### config.mk
export PLATFORM = sky130hd
export DESIGN_NAME = lsu_unit
export DESIGN_NICKNAME = d
export VERILOG_FILES = /design/src/rtl/lsu_pkg.sv /design/src/rtl/lsu_addr_gen.sv /design/src/rtl/lsu_load_format.sv /design/src/rtl/lsu_pending_queue.sv /design/src/rtl/lsu_skid_buffer.sv /design/src/rtl/lsu_store_format.sv /design/src/rtl/lsu_unit.sv
export SDC_FILE = /design/constraint.sdc
export NUM_CORES = 1
export LEC_CHECK = 0
export BUFFER_PORTS_ARGS = -buffer_cell sky130_fd_sc_hd__buf_2
export CAP_MARGIN = 20
export CORE_AREA = 2 2 425 427
export CTS_CLUSTER_DIAMETER = 200
export DETAILED_ROUTE_END_ITERATION = 8
export DIE_AREA = 0 0 427 429
export GPL_TIMING_DRIVEN = 0
export PLACE_DENSITY_LB_ADDON = 0.1
export SETUP_SLACK_MARGIN = 0.1
export SYNTH_ARGS = -nofsm -noshare
export SYNTH_HDL_FRONTEND = slang
export SYNTH_HIERARCHICAL = 1
export SYNTH_SLANG_ARGS = --single-unit
export TNS_END_PERCENT = 1
### constraint.sdc
create_clock -name clk -period 12.9 [get_ports clk]
set_input_delay 1.29 -clock clk [delete_from_list [all_inputs] [get_ports clk]]
set_output_delay 1.29 -clock clk [all_outputs]
set_load 0.05 [all_outputs]
### src/rtl/lsu_pkg.sv
package lsu_pkg;

    localparam int num_threads = 4;
    localparam int num_warps   = 4;
    localparam int pend_depth  = 4;

    typedef logic [31:0]                  word_t;
    typedef logic [29:0]                  word_addr_t;
    typedef logic [num_threads-1:0]       lane_mask_t;
    typedef logic [3:0]                   byteen_t;
    typedef logic [1:0]                   byte_off_t;
    typedef logic [$clog2(num_warps)-1:0] wid_t;
    typedef logic [4:0]                   rd_t;

    // funct3 encoding whose low two bits give the access size
    typedef enum logic [2:0] {
        fmt_b  = 3'd0,
        fmt_h  = 3'd1,
        fmt_w  = 3'd2,
        fmt_bu = 3'd4,
        fmt_hu = 3'd5
    } lsu_fmt_e;

    typedef struct packed {
        wid_t                         wid;
        lane_mask_t                   tmask;
        word_t                        pc;
        rd_t                          rd;
        lsu_fmt_e                     fmt;
        logic                         is_store;
        logic                         is_fence;
        word_t [num_threads-1:0]      base_addr;
        word_t                        offset;
        word_t [num_threads-1:0]      store_data;
    } lsu_req_t;

    typedef struct packed {
        logic                         rw;
        lane_mask_t                   mask;
        word_addr_t [num_threads-1:0] addr;
        byteen_t [num_threads-1:0]    byteen;
        word_t [num_threads-1:0]      data;
    } mem_req_t;

    typedef struct packed {
        word_t [num_threads-1:0]      data;
    } mem_rsp_t;

    typedef struct packed {
        wid_t                         wid;
        lane_mask_t                   tmask;
        word_t                        pc;
        rd_t                          rd;
        lsu_fmt_e                     fmt;
        byte_off_t [num_threads-1:0]  byte_off;
        logic                         is_dup;
    } pend_entry_t;

    typedef struct packed {
        wid_t                         wid;
        lane_mask_t                   tmask;
        word_t                        pc;
        rd_t                          rd;
        logic                         wb;
        word_t [num_threads-1:0]      data;
    } commit_t;

endpackage

### src/rtl/lsu_addr_gen.sv
`timescale 1ns/1ps

module lsu_addr_gen import lsu_pkg::*; (
    input  lsu_req_t                     req,
    output lane_mask_t                   mem_mask,
    output word_addr_t [num_threads-1:0] word_addr,
    output byte_off_t [num_threads-1:0]  byte_off,
    output logic                         is_dup
);

    word_t [num_threads-1:0] full_addr;
    logic [num_threads-2:0]  addr_match;

    for (genvar i = 0; i < num_threads; i++) begin : g_lane
        assign full_addr[i] = req.base_addr[i] + req.offset;
        assign word_addr[i] = full_addr[i][31:2];
        assign byte_off[i]  = full_addr[i][1:0];
    end

    // inactive lanes never break a match
    for (genvar i = 1; i < num_threads; i++) begin : g_match
        assign addr_match[i-1] = ~req.tmask[i] || (req.base_addr[i] == req.base_addr[0]);
    end

    assign is_dup = req.tmask[0] && (&addr_match);

    // one access on lane 0 serves the whole warp
    assign mem_mask = is_dup ? lane_mask_t'(1) : req.tmask;

endmodule

### src/rtl/lsu_load_format.sv
`timescale 1ns/1ps

module lsu_load_format import lsu_pkg::*; (
    input  pend_entry_t entry,
    input  mem_rsp_t    rsp,
    output commit_t     commit
);

    word_t [num_threads-1:0] lane_data;

    for (genvar i = 0; i < num_threads; i++) begin : g_lane
        word_t       data32;
        logic [15:0] data16;
        logic [7:0]  data8;

        // duplicate access only fetched lane 0
        assign data32 = entry.is_dup ? rsp.data[0] : rsp.data[i];
        assign data16 = entry.byte_off[i][1] ? data32[31:16] : data32[15:0];
        assign data8  = entry.byte_off[i][0] ? data16[15:8] : data16[7:0];

        always_comb begin
            case (entry.fmt)
                fmt_b:   lane_data[i] = {{24{data8[7]}}, data8};
                fmt_h:   lane_data[i] = {{16{data16[15]}}, data16};
                fmt_bu:  lane_data[i] = {24'b0, data8};
                fmt_hu:  lane_data[i] = {16'b0, data16};
                fmt_w:   lane_data[i] = data32;
                default: lane_data[i] = data32;
            endcase
        end
    end

    always_comb begin
        commit.wid   = entry.wid;
        commit.tmask = entry.tmask;
        commit.pc    = entry.pc;
        commit.rd    = entry.rd;
        commit.wb    = 1'b1;
        commit.data  = lane_data;
    end

endmodule

### src/rtl/lsu_pending_queue.sv
`timescale 1ns/1ps

module lsu_pending_queue import lsu_pkg::*; (
    input  logic        clk,
    input  logic        arst_n,
    input  logic        push,
    input  pend_entry_t push_entry,
    input  logic        pop,
    output pend_entry_t head,
    output logic        empty,
    output logic        full
);

    pend_entry_t entries [pend_depth];

    logic [$clog2(pend_depth)-1:0] wr_ptr;
    logic [$clog2(pend_depth)-1:0] rd_ptr;
    logic [$clog2(pend_depth):0]   count;

    always_ff @(posedge clk or negedge arst_n) begin
        if (!arst_n) begin
            wr_ptr <= '0;
            rd_ptr <= '0;
            count  <= '0;
        end else begin
            if (push) begin
                wr_ptr <= (wr_ptr == pend_depth - 1) ? '0 : wr_ptr + 1'b1;
            end
            if (pop) begin
                rd_ptr <= (rd_ptr == pend_depth - 1) ? '0 : rd_ptr + 1'b1;
            end
            case ({push, pop})
                2'b10:   count <= count + 1'b1;
                2'b01:   count <= count - 1'b1;
                default: count <= count;
            endcase
        end
    end

    always_ff @(posedge clk) begin
        if (push) begin
            entries[wr_ptr] <= push_entry;
        end
    end

    assign head  = entries[rd_ptr];
    assign empty = (count == 0);
    assign full  = (count == pend_depth);

    a_no_push_full: assert property (
        @(posedge clk) disable iff (!arst_n) push |-> !full
    );

    a_no_pop_empty: assert property (
        @(posedge clk) disable iff (!arst_n) pop |-> !empty
    );

endmodule

### src/rtl/lsu_skid_buffer.sv
`timescale 1ns/1ps

module lsu_skid_buffer import lsu_pkg::*; (
    input  logic    clk,
    input  logic    arst_n,
    input  logic    valid_in,
    output logic    ready_in,
    input  commit_t data_in,
    output logic    valid_out,
    input  logic    ready_out,
    output commit_t data_out
);

    logic    skid_valid;
    commit_t skid_data;
    logic    out_free;

    assign out_free = !valid_out || ready_out;

    // only the spare register decides ready
    assign ready_in = !skid_valid;

    always_ff @(posedge clk or negedge arst_n) begin
        if (!arst_n) begin
            valid_out  <= 1'b0;
            skid_valid <= 1'b0;
        end else begin
            if (out_free) begin
                if (skid_valid) begin
                    valid_out  <= 1'b1;
                    skid_valid <= 1'b0;
                end else begin
                    valid_out <= valid_in;
                end
            end else if (valid_in && ready_in) begin
                skid_valid <= 1'b1;
            end
        end
    end

    always_ff @(posedge clk) begin
        if (out_free) begin
            data_out <= skid_valid ? skid_data : data_in;
        end
        if (ready_in) begin
            skid_data <= data_in;
        end
    end

    a_hold_stable: assert property (
        @(posedge clk) disable iff (!arst_n)
        valid_out && !ready_out |=> valid_out && $stable(data_out)
    );

endmodule

### src/rtl/lsu_store_format.sv
`timescale 1ns/1ps

module lsu_store_format import lsu_pkg::*; (
    input  lsu_fmt_e                    fmt,
    input  logic                        is_store,
    input  word_t [num_threads-1:0]     store_data,
    input  byte_off_t [num_threads-1:0] byte_off,
    output byteen_t [num_threads-1:0]   byteen,
    output word_t [num_threads-1:0]     data
);

    logic [1:0] st_size;

    assign st_size = 2'(fmt);

    for (genvar i = 0; i < num_threads; i++) begin : g_lane
        byte_off_t hi_off;

        // upper byte of a halfword
        assign hi_off = {byte_off[i][1], 1'b1};

        always_comb begin
            byteen[i] = '0;
            if (!is_store) begin
                byteen[i] = '1;
            end else begin
                case (st_size)
                    2'd0: begin
                        byteen[i][byte_off[i]] = 1'b1;
                    end
                    2'd1: begin
                        byteen[i][byte_off[i]] = 1'b1;
                        byteen[i][hi_off]      = 1'b1;
                    end
                    default: begin
                        byteen[i] = '1;
                    end
                endcase
            end
        end

        assign data[i] = store_data[i] << {byte_off[i], 3'b000};
    end

endmodule

### src/rtl/lsu_unit.sv
`timescale 1ns/1ps

module lsu_unit import lsu_pkg::*; (
    input  logic     clk,
    input  logic     arst_n,

    input  logic     lsu_req_valid,
    input  lsu_req_t lsu_req,
    output logic     lsu_req_ready,

    output logic     mem_req_valid,
    output mem_req_t mem_req,
    input  logic     mem_req_ready,

    input  logic     mem_rsp_valid,
    input  mem_rsp_t mem_rsp,
    output logic     mem_rsp_ready,

    output logic     ld_commit_valid,
    output commit_t  ld_commit,
    input  logic     ld_commit_ready,

    output logic     st_commit_valid,
    output commit_t  st_commit
);

    lane_mask_t                   mem_mask;
    word_addr_t [num_threads-1:0] word_addr;
    byte_off_t [num_threads-1:0]  byte_off;
    logic                         is_dup;
    byteen_t [num_threads-1:0]    st_byteen;
    word_t [num_threads-1:0]      st_data;

    pend_entry_t push_entry;
    pend_entry_t head;
    commit_t     rsp_commit;
    logic        pq_empty;
    logic        pq_full;
    logic        stall;
    logic        req_fire;
    logic        rsp_fire;

    lsu_addr_gen addr_gen0 (
        .req       (lsu_req),
        .mem_mask  (mem_mask),
        .word_addr (word_addr),
        .byte_off  (byte_off),
        .is_dup    (is_dup)
    );

    lsu_store_format store_fmt0 (
        .fmt        (lsu_req.fmt),
        .is_store   (lsu_req.is_store),
        .store_data (lsu_req.store_data),
        .byte_off   (byte_off),
        .byteen     (st_byteen),
        .data       (st_data)
    );

    // fence waits for all loads in flight, loads wait for a free slot
    assign stall = (lsu_req.is_fence && !pq_empty) || (!lsu_req.is_store && pq_full);

    assign mem_req_valid = lsu_req_valid && !stall;
    assign lsu_req_ready = mem_req_ready && !stall;
    assign req_fire      = mem_req_valid && mem_req_ready;

    always_comb begin
        mem_req.rw     = lsu_req.is_store;
        mem_req.mask   = mem_mask;
        mem_req.addr   = word_addr;
        mem_req.byteen = st_byteen;
        mem_req.data   = st_data;
    end

    always_comb begin
        push_entry.wid      = lsu_req.wid;
        push_entry.tmask    = lsu_req.tmask;
        push_entry.pc       = lsu_req.pc;
        push_entry.rd       = lsu_req.rd;
        push_entry.fmt      = lsu_req.fmt;
        push_entry.byte_off = byte_off;
        push_entry.is_dup   = is_dup;
    end

    // stores retire as soon as they leave
    assign st_commit_valid = req_fire && lsu_req.is_store;

    always_comb begin
        st_commit.wid   = lsu_req.wid;
        st_commit.tmask = lsu_req.tmask;
        st_commit.pc    = lsu_req.pc;
        st_commit.rd    = '0;
        st_commit.wb    = 1'b0;
        st_commit.data  = '0;
    end

    assign rsp_fire = mem_rsp_valid && mem_rsp_ready;

    lsu_pending_queue pend_q0 (
        .clk        (clk),
        .arst_n     (arst_n),
        .push       (req_fire && !lsu_req.is_store),
        .push_entry (push_entry),
        .pop        (rsp_fire),
        .head       (head),
        .empty      (pq_empty),
        .full       (pq_full)
    );

    lsu_load_format load_fmt0 (
        .entry  (head),
        .rsp    (mem_rsp),
        .commit (rsp_commit)
    );

    lsu_skid_buffer ld_skid0 (
        .clk       (clk),
        .arst_n    (arst_n),
        .valid_in  (mem_rsp_valid),
        .ready_in  (mem_rsp_ready),
        .data_in   (rsp_commit),
        .valid_out (ld_commit_valid),
        .ready_out (ld_commit_ready),
        .data_out  (ld_commit)
    );

    // memory answers only loads that were sent
    a_rsp_has_entry: assert property (
        @(posedge clk) disable iff (!arst_n) mem_rsp_valid |-> !pq_empty
    );

endmodule

==> qor.json, run 1 <==
{
  "cell_area_after_synthesis_mm2": 0.0343,
  "wl_per_cell_um": 26.9,
  "synth-xor-area-share_pct": 5.56,
  "power.ir.vdd_worst_mv": 0.117,
  "vias_per_cell": 4.29,
  "arrival_ns": 4.81,
  "flow.area_growth_from_synthesis_pct": 31.1,
  "finClkSkew_ns": 0.0456,
  "post_route_antenna_net_violation_count": 0,
  "hp-class": "reg -> reg",
  "grt_usage_pct": 18.5,
  "worstSetupEndpointType": "output pin",
  "cts_tree": "done",
  "clock_network_latency_to_the_later_pin_of_the_worst_skew_pair_ns": 0.65,
  "period_needed_ns": 6.10,
  "totalWireLength_um": 176000,
  "count_of_clock_tree_sinks": 573,
  "grt_pass1_vias": 28500,
  "synth_seq_cells": 573,
  "fp.dieW_um": 427,
  "cts_resized": 0,
  "chipHeight_um": 429,
  "grt.overflow.total": 0,
  "synth-main-ff-cell": "edfxtp_1",
  "fp.dieArea_mm2": 0.183,
  "seq_area_frac_synth_pct": 45.0,
  "io_buffers": 953,
  "muxShareOfSynthArea_pct": 15.7,
  "timing.final.setup_violations": 0,
  "routed-via-count": 28200,
  "max-clock-path-buffers": 3,
  "critPathLaunchType": "primary input",
  "synth_top_cells_by_area": "edfxtp_1 34%, dfxtp_1 10%, mux2_2 6.0%, buf_4 4.9%, ha_1 4.7%",
  "detail_route.first_pass.iterations": 5,
  "antenna_found_initial": 91,
  "multi_input_area_mm2": 0.0166,
  "synth_area_in_adders_pct": 5.03,
  "remaining_drc_errors": 0,
  "finalHoldWorstSlack_ns": 0.469,
  "ys.warnings.count": 6,
  "fillerInstances": 19300,
  "timing.final.max_slew_violations": 0,
  "grt_first_pass_wirelength_um": 237000,
  "number_of_synthesized_flops_with_an_enable_pin": 392,
  "critical_path.cell_chain": "buf_2 > ha_1 > fa_1 > a21o_1 > o2bb2ai_1 > o31a_1 > o211ai_1 > a21oi_1 > a311oi_1 > a21oi_1 > xor2_1 > buf_2",
  "relSlewSlack_pct": 29.6,
  "drt_iter0_markers": 1542,
  "ioPinCount": 1088,
  "tns_ns": 0,
  "synth_top_area_share_pct": 34.3,
  "cts_hold_repair.buffers": 0,
  "power_per_cell_area_mw_per_mm2": 221,
  "hold_violations": 0,
  "synth-async-reset-ratio_pct": 1.57,
  "status": "complete, no violations",
  "setup_repair_after_global_routing_missed_its_margin": "false",
  "drv_cap": 0,
  "clk_root_buffer_cell": "clkbuf_16",
  "fmax_mhz": 164,
  "criticalPathCategory": "in -> out",
  "cts_setup_buffers": 0,
  "synthSimpleGateAreaFrac_pct": 9.16,
  "max_slew.worst_pin.slew_ns": 1.05,
  "h-tree-depth": 2,
  "power.static_leakage_nw": 19.7,
  "gp_routability_congestion": 0.923,
  "clkSlewWorstSetupHoldPaths_ns": 0.06,
  "design.core.area_mm2": 0.178,
  "timing.critical_path.required_ns": 11.61,
  "yosys.area.top_type": "edfxtp_1",
  "pin_count_of_the_biggest_net_entering_global_routing": 54,
  "largest_family_of_logic_cells_by_synthesized_area": "multiplexers",
  "initial_core_util_pct": 19.3,
  "post_route_clock_period_utilization_pct": 47.3,
  "detailedPlacementHpwl_um": 147000,
  "synth_area_in_compound_gates_pct": 11.4,
  "syn_avg_cell_area_um2": 11.5,
  "sequential_cell_area_mm2": 0.0154,
  "fraction_of_final_layout_cells_with_drive_strength_greater_than_1_pct": 39.1,
  "timing.critical_path.slowest_stage_cell": "fa_1",
  "yosys.cell_types.count": 87,
  "core_rows": 155,
  "critical-path-max-stage-delay_ns": 0.56,
  "nets": 4745,
  "synthesized_netlist_cell_count": 2983,
  "critical_path_peak_fanout": 4,
  "cts_made_buffers": 60
}
==> critical path, delay by kind of cell <==
family	cells	cell delay, ns
fa+ha+maj	2	0.88
compound gates	7	1.97
xor+xnor	1	0.21
buf+inv	2	0.43
==> final cells by class <==
| cell class | instances | share of cell area [%] |
|---|---|---|
| multi-input combinational | 2116 | 36.9 |
| clock inverter | 34 | 1.07 |
| tap | 2355 | 6.55 |
| buffer | 350 | 5.60 |
| sequential | 573 | 34.3 |
| timing repair buffer | 962 | 11.1 |
| inverter | 77 | 0.642 |
| antenna | 21 | 0.117 |
| clock buffer | 79 | 3.81 |
==> through the flow <==
step           worst slack, ns  power (W)  area, um2  cells  utilization [%]
4_1_cts                   6.73     0.0101      45000   6546             25.3
3_5_place_dp              6.76    0.00813      42800   6433             24.0
3_3_place_gp              3.31    0.00813      42500   6424             23.9
6_report                  6.80    0.00994      45000   6567             25.3
2_1_floorplan             6.88    0.00646      34800   3116                -
5_1_grt                   6.68     0.0104      45000   6556             25.3
==> state kept, by name, indices dropped and copies added (netlist names) <==
signal	flops
ld_skid0/data_out	172
ld_skid0/skid_valid	1
pend_q0/rd_ptr	2
pend_q0/entries	220
ld_skid0/valid_out	1
pend_q0/wr_ptr	2
ld_skid0/skid_data	172
pend_q0/count	3
==> layer usage <==
metal | part of all wire [%] | track usage (%) | vias up | wire length [um]
met5 | 0.14 | 0 | - | 245
met3 | 5.6 | 3.47 | 252 | 9880
li1 | - | - | 13000 | -
met1 | 39 | 21.2 | 13900 | 68300
met2 | 53 | 34.8 | 1038 | 93800
met4 | 2.4 | 4.01 | 40 | 4220
==> power by group <==
part | total [W] | internal [W] | switching (W)
sequential | 0.00284 | 0.00267 | 0.000172
combinational | 0.00519 | 0.00159 | 0.00360
clock | 0.00192 | 0.00116 | 0.000759
total | 0.00994 | 0.00541 | 0.00453
==> cells in the mapped netlist, types with 6 or more instances <==
library cell and number:
a221o_1 39, nand2_1 220, o22ai_1 10, buf_6 38, mux2_2 183, dfrtp_1 9
a22oi_1 20, nand2b_1 47, o21bai_1 11, xnor2_1 77, nor2b_1 57, or3_1 7
o211ai_1 6, mux2i_1 147, nor3_1 12, nor2_1 111, o21ai_0 128, xor2_1 141
a21o_1 57, o2bb2ai_1 34, o21ai_1 38, edfxtp_1 392, a211oi_1 9, nor4_1 26
nand4_1 26, buf_4 223, ha_1 130, and2_1 63, dfxtp_1 172, buf_2 29
and3_1 30, a31oi_1 21, inv_1 75, clkbuf_1 50, o21a_1 18, mux4_1 12
a21oi_1 129, nand3_1 21, mux4_2 68
==> path summary, 6_finish.rpt <==
path / startpoint / endpoint / slack (ns) / cells past startpoint
max in group asynchronous: arst_n / ld_skid0/valid_out / 12.16 / 1
worst max register to register: pend_q0/rd_ptr[1] / ld_skid0/data_out[119] / 8.83 / 11
worst max-delay path: lsu_req[128] / mem_req[172] / 6.80 / 12
worst min register to register: ld_skid0/skid_data[34] / ld_skid0/skid_data[34] / 0.47 / 1
min in group asynchronous: arst_n / pend_q0/wr_ptr[1] / 0.53 / 1
worst min-delay path: ld_skid0/skid_data[34] / ld_skid0/skid_data[34] / 0.47 / 1
==> cells in the final DEF (no fill, tap or decap), types with 11 or more instances in the layout <==
cell,netlist,layout
dfxtp_1,172,172
nand2_1,220,220
conb_1,2,135
buf_2,29,983
a221o_1,39,39
mux2i_1,147,147
inv_1,75,75
o21ai_0,128,128
o21ai_1,38,38
edfxtp_1,392,392
xor2_1,141,141
a31oi_1,21,21
buf_4,223,224
nand3_1,21,21
mux2_2,183,183
mux4_1,12,12
o21bai_1,11,11
nor4_1,26,26
ha_1,130,130
a21oi_1,129,129
buf_6,38,38
nand4_1,26,26
nor2_1,111,111
mux4_2,68,68
nor3_1,12,12
clkbuf_1,50,58
xnor2_1,77,77
diode_2,0,21
bufinv_16,0,11
a22oi_1,20,20
and2_1,63,59
o21a_1,18,18
nand2b_1,47,46
and3_1,30,30
clkbuf_16,0,63
a21o_1,57,57
o2bb2ai_1,34,34
nor2b_1,57,57
==> kinds of logic (layout without fill, tap and decap cells) <==
group,after synthesis,in the layout
compound gates,582,582
other cells,2,156
xor+xnor,218,218
buf+inv,427,1502
fa+ha+maj,135,135
mux,411,411
flops,573,573
simple gates,635,635
No activity file was read; power rests on OpenSTA's default activity.
==> run 2: changes to the inputs <==
- clock period: 12.9 -> 6.02 ns (I/O delays scaled with it)
==> run 2 against run 1 <==
Utilization about the same. Critical path depth unchanged. Worst hold slack worse by 0.27 ns. Final area about the same. Combinational power rose by 110%. Non-clock buffer count grew 1. Flip-flop and latch count did not move. Clock-buffer cell count stayed put.
==> qor.json, run 2 (same netlist as run 1, synthesis figures left out) <==
{
  "drv_cap": 0,
  "power.total_w": 0.0213,
  "worstSetupEndpointType": "output pin",
  "fp.dieW_um": 427,
  "pin_count_of_the_biggest_net_entering_global_routing": 54,
  "hp-class": "in -> reg",
  "critical_path_peak_fanout": 4,
  "chipHeight_um": 429,
  "status": "complete, no violations",
  "wl_per_cell_um": 26.8,
  "detail_route.first_pass.iterations": 5,
  "post_route_antenna_net_violation_count": 0,
  "h-tree-depth": 2,
  "core_rows": 155,
  "post_route_clock_period_utilization_pct": 77.8,
  "fmax_mhz": 214,
  "antenna_found_initial": 91,
  "nets": 4746,
  "drt_iter0_markers": 1648,
  "flow.area_growth_from_synthesis_pct": 31.2,
  "arrival_ns": 4.08,
  "timing.final.setup_violations": 0,
  "timing.final.max_slew_violations": 0,
  "cts_setup_buffers": 0,
  "finClkSkew_ns": 0.0452,
  "criticalPathCategory": "in -> out",
  "cts_resized": 0,
  "grt_first_pass_wirelength_um": 237000,
  "gp_routability_congestion": 0.923,
  "rr_worst_depth": 11,
  "initial_core_util_pct": 19.3,
  "critPathLaunchType": "primary input",
  "hold_violations": 0,
  "clk_root_buffer_cell": "clkbuf_16",
  "power.static_leakage_nw": 19.7,
  "period_needed_ns": 4.68,
  "fp.dieArea_mm2": 0.183,
  "power_per_cell_area_mw_per_mm2": 473,
  "regMostFlops": "pend_q0/entries",
  "largest_register_ffs": 220,
  "cts_hold_repair.buffers": 1,
  "utilization_pct": 25.3,
  "remaining_drc_errors": 0,
  "max-clock-path-buffers": 3,
  "grt_pass1_vias": 28500,
  "grt.overflow.total": 0,
  "tns_ns": 0,
  "final_cell_mix": "983 x buf_2, 392 x edfxtp_1, 224 x buf_4",
  "design.core.area_mm2": 0.178,
  "detailedPlacementHpwl_um": 147000,
  "clkSlewWorstSetupHoldPaths_ns": 0.06,
  "clock_network_latency_to_the_later_pin_of_the_worst_skew_pair_ns": 0.65,
  "pre_cts_setup_slack_ns": 1.25,
  "reg_top3": "pend_q0/entries x220, ld_skid0/data_out x172, ld_skid0/skid_data x172",
  "cts_tree": "done",
  "min_delay_path_depth": 1,
  "ioPinCount": 1088,
  "fillerInstances": 19300,
  "setup_ws_post_layout_ns": 1.34,
  "totalWireLength_um": 176000,
  "io_buffers": 953,
  "finalHoldWorstSlack_ns": 0.204,
  "timing.critical_path.required_ns": 5.42,
  "max_slew.worst_pin.slew_ns": 1.06,
  "most_common_cell_after_layout_fill_and_taps_aside": "buf_2",
  "grt_usage_pct": 18.5,
  "setup_repair_after_global_routing_missed_its_margin": "false",
  "cts_made_buffers": 60,
  "count_of_clock_tree_sinks": 573,
  "relSlewSlack_pct": 29.2,
  "power.ir.vdd_worst_mv": 0.250,
  "fraction_of_final_layout_cells_with_drive_strength_greater_than_1_pct": 39.1,
  "vias_per_cell": 4.29,
  "routed-via-count": 28200
}
run 2: changes by cell type in the layout (fill, tap and decap cells not counted):
cell	previous run	this run
diode_2	21	26
dlygate4sd3_1	0	1
run 2: cell type report:
cell class	instances	area, um2	area share [%]
flip-flops and latches	573	15400	34.3
inverters	77	289	0.642
multi-input cells	2116	16600	36.8
plain buffers	350	2520	5.60
well taps	2355	2950	6.54
clock inverters	34	480	1.07
diodes	26	65.1	0.144
repair buffers	963	4980	11.1
clock buffers	79	1720	3.81
run 2: per-layer routing:
metal,up-vias,wire length [um],track usage (%)
met5,-,245,0
met4,40,4380,4.01
met3,249,9570,3.49
met2,1007,93600,34.8
met1,13800,68600,21.2
li1,13000,-,-
run 2: path summary, 6_finish.rpt:
| kind | to | slack, ns | start |
|---|---|---|---|
| setup / recovery | mem_req[172] | 1.34 | lsu_req[128] |
| hold / removal | pend_q0/entries[0][14] | 0.20 | lsu_req[295] |
| setup reg to reg | ld_skid0/data_out[119] | 1.93 | pend_q0/rd_ptr[1] |
| hold reg to reg | ld_skid0/skid_data[34] | 0.47 | ld_skid0/skid_data[34] |
| max in group asynchronous | ld_skid0/valid_out | 5.32 | arst_n |
| min in group asynchronous | pend_q0/rd_ptr[0] | 0.49 | arst_n |
run 2: through the flow:
step / instances / instance area, um2
2_1_floorplan: 3116 / 34800
3_3_place_gp: 6424 / 42500
3_5_place_dp: 6433 / 42800
4_1_cts: 6547 / 45000
5_1_grt: 6558 / 45000
6_report: 6573 / 45000
run 2: power breakdown:
part	switching [W]	leakage [nW]	internal [W]
Clock	0.00163	1.07	0.00248
Combinational	0.00770	13.3	0.00341
Sequential	0.000369	5.29	0.00571
Total	0.00969	19.7	0.0116
run 2: critical path, stage by stage:
cell and delay [ns]:
buf_2 0.13, ha_1 0.32, fa_1 0.56, a21o_1 0.25, o2bb2ai_1 0.15, o31a_1 0.32, o211ai_1 0.31, a21oi_1 0.21
a311oi_1 0.52, a21oi_1 0.16, xor2_1 0.21, buf_2 0.30
==> run 3: changes to the inputs <==
- clock period: 6.02 -> 4.6 ns (I/O delays scaled with it)
==> run 3 against run 2 <==
Wire length grew 0.48%. Combinational power grew 31%. Final area shrank 0.13%. Critical path type unchanged. Clock power grew 24%. Worst hold slack lost 0.14 ns. Sequential share of layout area is essentially flat. Largest cell class unchanged. Highest routed layer unchanged. Sequential power grew 31%. Worst setup slack lost 1.1 ns.
==> qor.json, run 3 (same netlist as run 1, synthesis figures left out) <==
{
  "max_slew.worst_pin.slew_ns": 1.01,
  "io_buffers": 953,
  "initial_core_util_pct": 19.3,
  "count_of_clock_tree_sinks": 573,
  "clk_root_buffer_cell": "clkbuf_16",
  "design_area_mm2": 0.0450,
  "vias_per_cell": 4.28,
  "period_needed_ns": 4.35,
  "regMostFlops": "pend_q0/entries",
  "nets": 4752,
  "cts_tree": "done",
  "multi_input_area_mm2": 0.0166,
  "largest_register_ffs": 220,
  "route.met2.wl_um": 93100,
  "cts_made_buffers": 59,
  "post_route_antenna_net_violation_count": 0,
  "most_common_cell_after_layout_fill_and_taps_aside": "buf_2",
  "fillerInstances": 19200,
  "routed.top_layer": "met5",
  "grt_pass1_vias": 28400,
  "reg2reg_setup_slack_ns": 0.56,
  "r2r-end": "ld_skid0/data_out[119]",
  "fmax_mhz": 230,
  "fp.dieW_um": 427,
  "clock_network_latency_to_the_later_pin_of_the_worst_skew_pair_ns": 0.65,
  "drt_iter0_markers": 1557,
  "detailedPlacementHpwl_um": 148000,
  "relSlewSlack_pct": 32.5,
  "critical_path.cell_chain": "buf_2 > ha_1 > fa_1 > a21o_1 > o2bb2ai_1 > o31a_1 > a21o_1 > a211o_1 > a311o_1 > a221oi_2 > xnor2_1 > buf_2",
  "critPathLaunchType": "primary input",
  "totalWireLength_um": 177000,
  "max-clock-path-buffers": 3,
  "h-tree-depth": 2,
  "gp_routability_congestion": 0.891,
  "remaining_drc_errors": 0,
  "reg_top3": "pend_q0/entries x220, ld_skid0/data_out x172, ld_skid0/skid_data x172",
  "arrival_ns": 3.89,
  "power.ir.vdd_worst_mv": 0.340,
  "hold_violations": 0,
  "pre_cts_setup_slack_ns": 0.209,
  "post-place-cells": 6433,
  "wl_met3_um": 8900,
  "criticalPathCategory": "in -> out",
  "pin_count_of_the_biggest_net_entering_global_routing": 62,
  "antenna_found_initial": 85,
  "core_rows": 155,
  "critical_path.endpoint": "mem_req[166]",
  "power_per_cell_area_mw_per_mm2": 614,
  "timing.rr.start": "pend_q0/rd_ptr[1]",
  "cts_setup_buffers": 0,
  "grt_usage_pct": 18.6,
  "sequential_cell_area_mm2": 0.0154,
  "timing.final.setup_violations": 0,
  "routed-via-count": 28200,
  "crit_start": "lsu_req[128]",
  "fraction_of_final_layout_cells_with_drive_strength_greater_than_1_pct": 38.9,
  "cell_area_after_placement_mm2": 0.0428,
  "power.static_leakage_nw": 19.7,
  "fp.dieArea_mm2": 0.183,
  "critical-path-max-stage-delay_ns": 0.56,
  "final_cell_mix": "982 x buf_2, 392 x edfxtp_1, 224 x buf_4",
  "setup_ws_post_layout_ns": 0.248,
  "detail_route.first_pass.iterations": 6,
  "ioPinCount": 1088,
  "setup_repair_after_global_routing_missed_its_margin": "true",
  "wl_per_cell_um": 26.9,
  "chipHeight_um": 429,
  "critical_path_peak_fanout": 4,
  "drv_cap": 0,
  "hp-class": "in -> reg",
  "post_route_clock_period_utilization_pct": 94.6,
  "timing.critical_path.required_ns": 4.14,
  "finClkSkew_ns": 0.0420,
  "worstSetupEndpointType": "output pin",
  "timing.final.max_slew_violations": 0,
  "rr_worst_depth": 11,
  "clkSlewWorstSetupHoldPaths_ns": 0.07,
  "grt_first_pass_wirelength_um": 238000,
  "grt.overflow.total": 0,
  "flow.area_growth_from_synthesis_pct": 31.0,
  "status": "complete, no violations",
  "design.core.area_mm2": 0.178,
  "finalNonFillerCells": 6580,
  "timing.critical_path.slowest_stage_cell": "fa_1",
  "detail_route.wirelength.met1_um": 69700
}
[run 3: changes by cell type in the layout (fill, tap and decap cells not counted), moves of 2 or more]
cell and change:
bufinv_16 -3, dlygate4sd3_1 +6, clkinv_1 +5, clkinvlp_4 -2, clkbuf_8 -3, clkinv_2 +3
[run 3: worst min path at each step]
| stage | from | end | slack [ns] | cells after the start |
|---|---|---|---|---|
| 6_report | lsu_req[300] | pend_q0/entries[2][19] | 0.07 | 1 |
| 5_1_grt | lsu_req[300] | pend_q0/entries[0][19] | 0.03 | 1 |
| 4_1_cts | lsu_req[300] | pend_q0/entries[2][19] | 0.005 | 1 |
| 3_5_place_dp | arst_n | ld_skid0/skid_valid | 0.34 | 1 |
| 3_3_place_gp | arst_n | ld_skid0/skid_valid | 0.36 | 1 |
| 2_1_floorplan | arst_n | ld_skid0/skid_valid | 0.16 | 0 |
[run 3: critical path: cells and delay by family]
kind / cells / cell delay (ns)
fa+ha+maj: 2 / 0.90
xor+xnor: 1 / 0.15
buf+inv: 2 / 0.45
compound gates: 7 / 1.92
[run 3: layout make-up]
| cell class | count | share of cell area [%] |
|---|---|---|
| Multi-Input combinational cell | 2116 | 36.9 |
| Sequential cell | 573 | 34.3 |
| Timing Repair Buffer | 970 | 11.2 |
| Tap cell | 2355 | 6.55 |
| Buffer | 350 | 5.60 |
| Clock buffer | 76 | 3.68 |
| Clock inverter | 36 | 0.899 |
| Inverter | 77 | 0.643 |
| Antenna cell | 27 | 0.150 |
[run 3: metrics by stage]
step	util [%]	TNS, ns	hold WS (ns)	total power (W)
finish	25.3	0	0.0657	0.0276
global route	25.3	0	0.0288	0.0290
floorplan	-	0	0.164	0.0181
detailed placement	24.0	0	0.341	0.0228
CTS	25.2	0	0.00456	0.0281
global placement	23.9	-107.80	0.355	0.0228
[run 3: routing by layer]
layer / global-route usage [%] / vias up
met5: 0 / -
met4: 5.50 / 34
met1: 21.3 / 13900
li1: - / 13000
met3: 3.38 / 280
met2: 34.5 / 930
[run 3: power breakdown]
part           internal, W  total [W]  switching, W
combinational      0.00446     0.0145        0.0101
clock              0.00299    0.00510       0.00212
sequential         0.00747    0.00796      0.000486
[run 3: repair_timing]
action | 4_1_cts | 5_1_grt
gates resized for setup | 0 | 1
hold endpoints to repair | 27 | 0
hold buffers | 7 | 0
setup endpoints to repair | 0 | 2
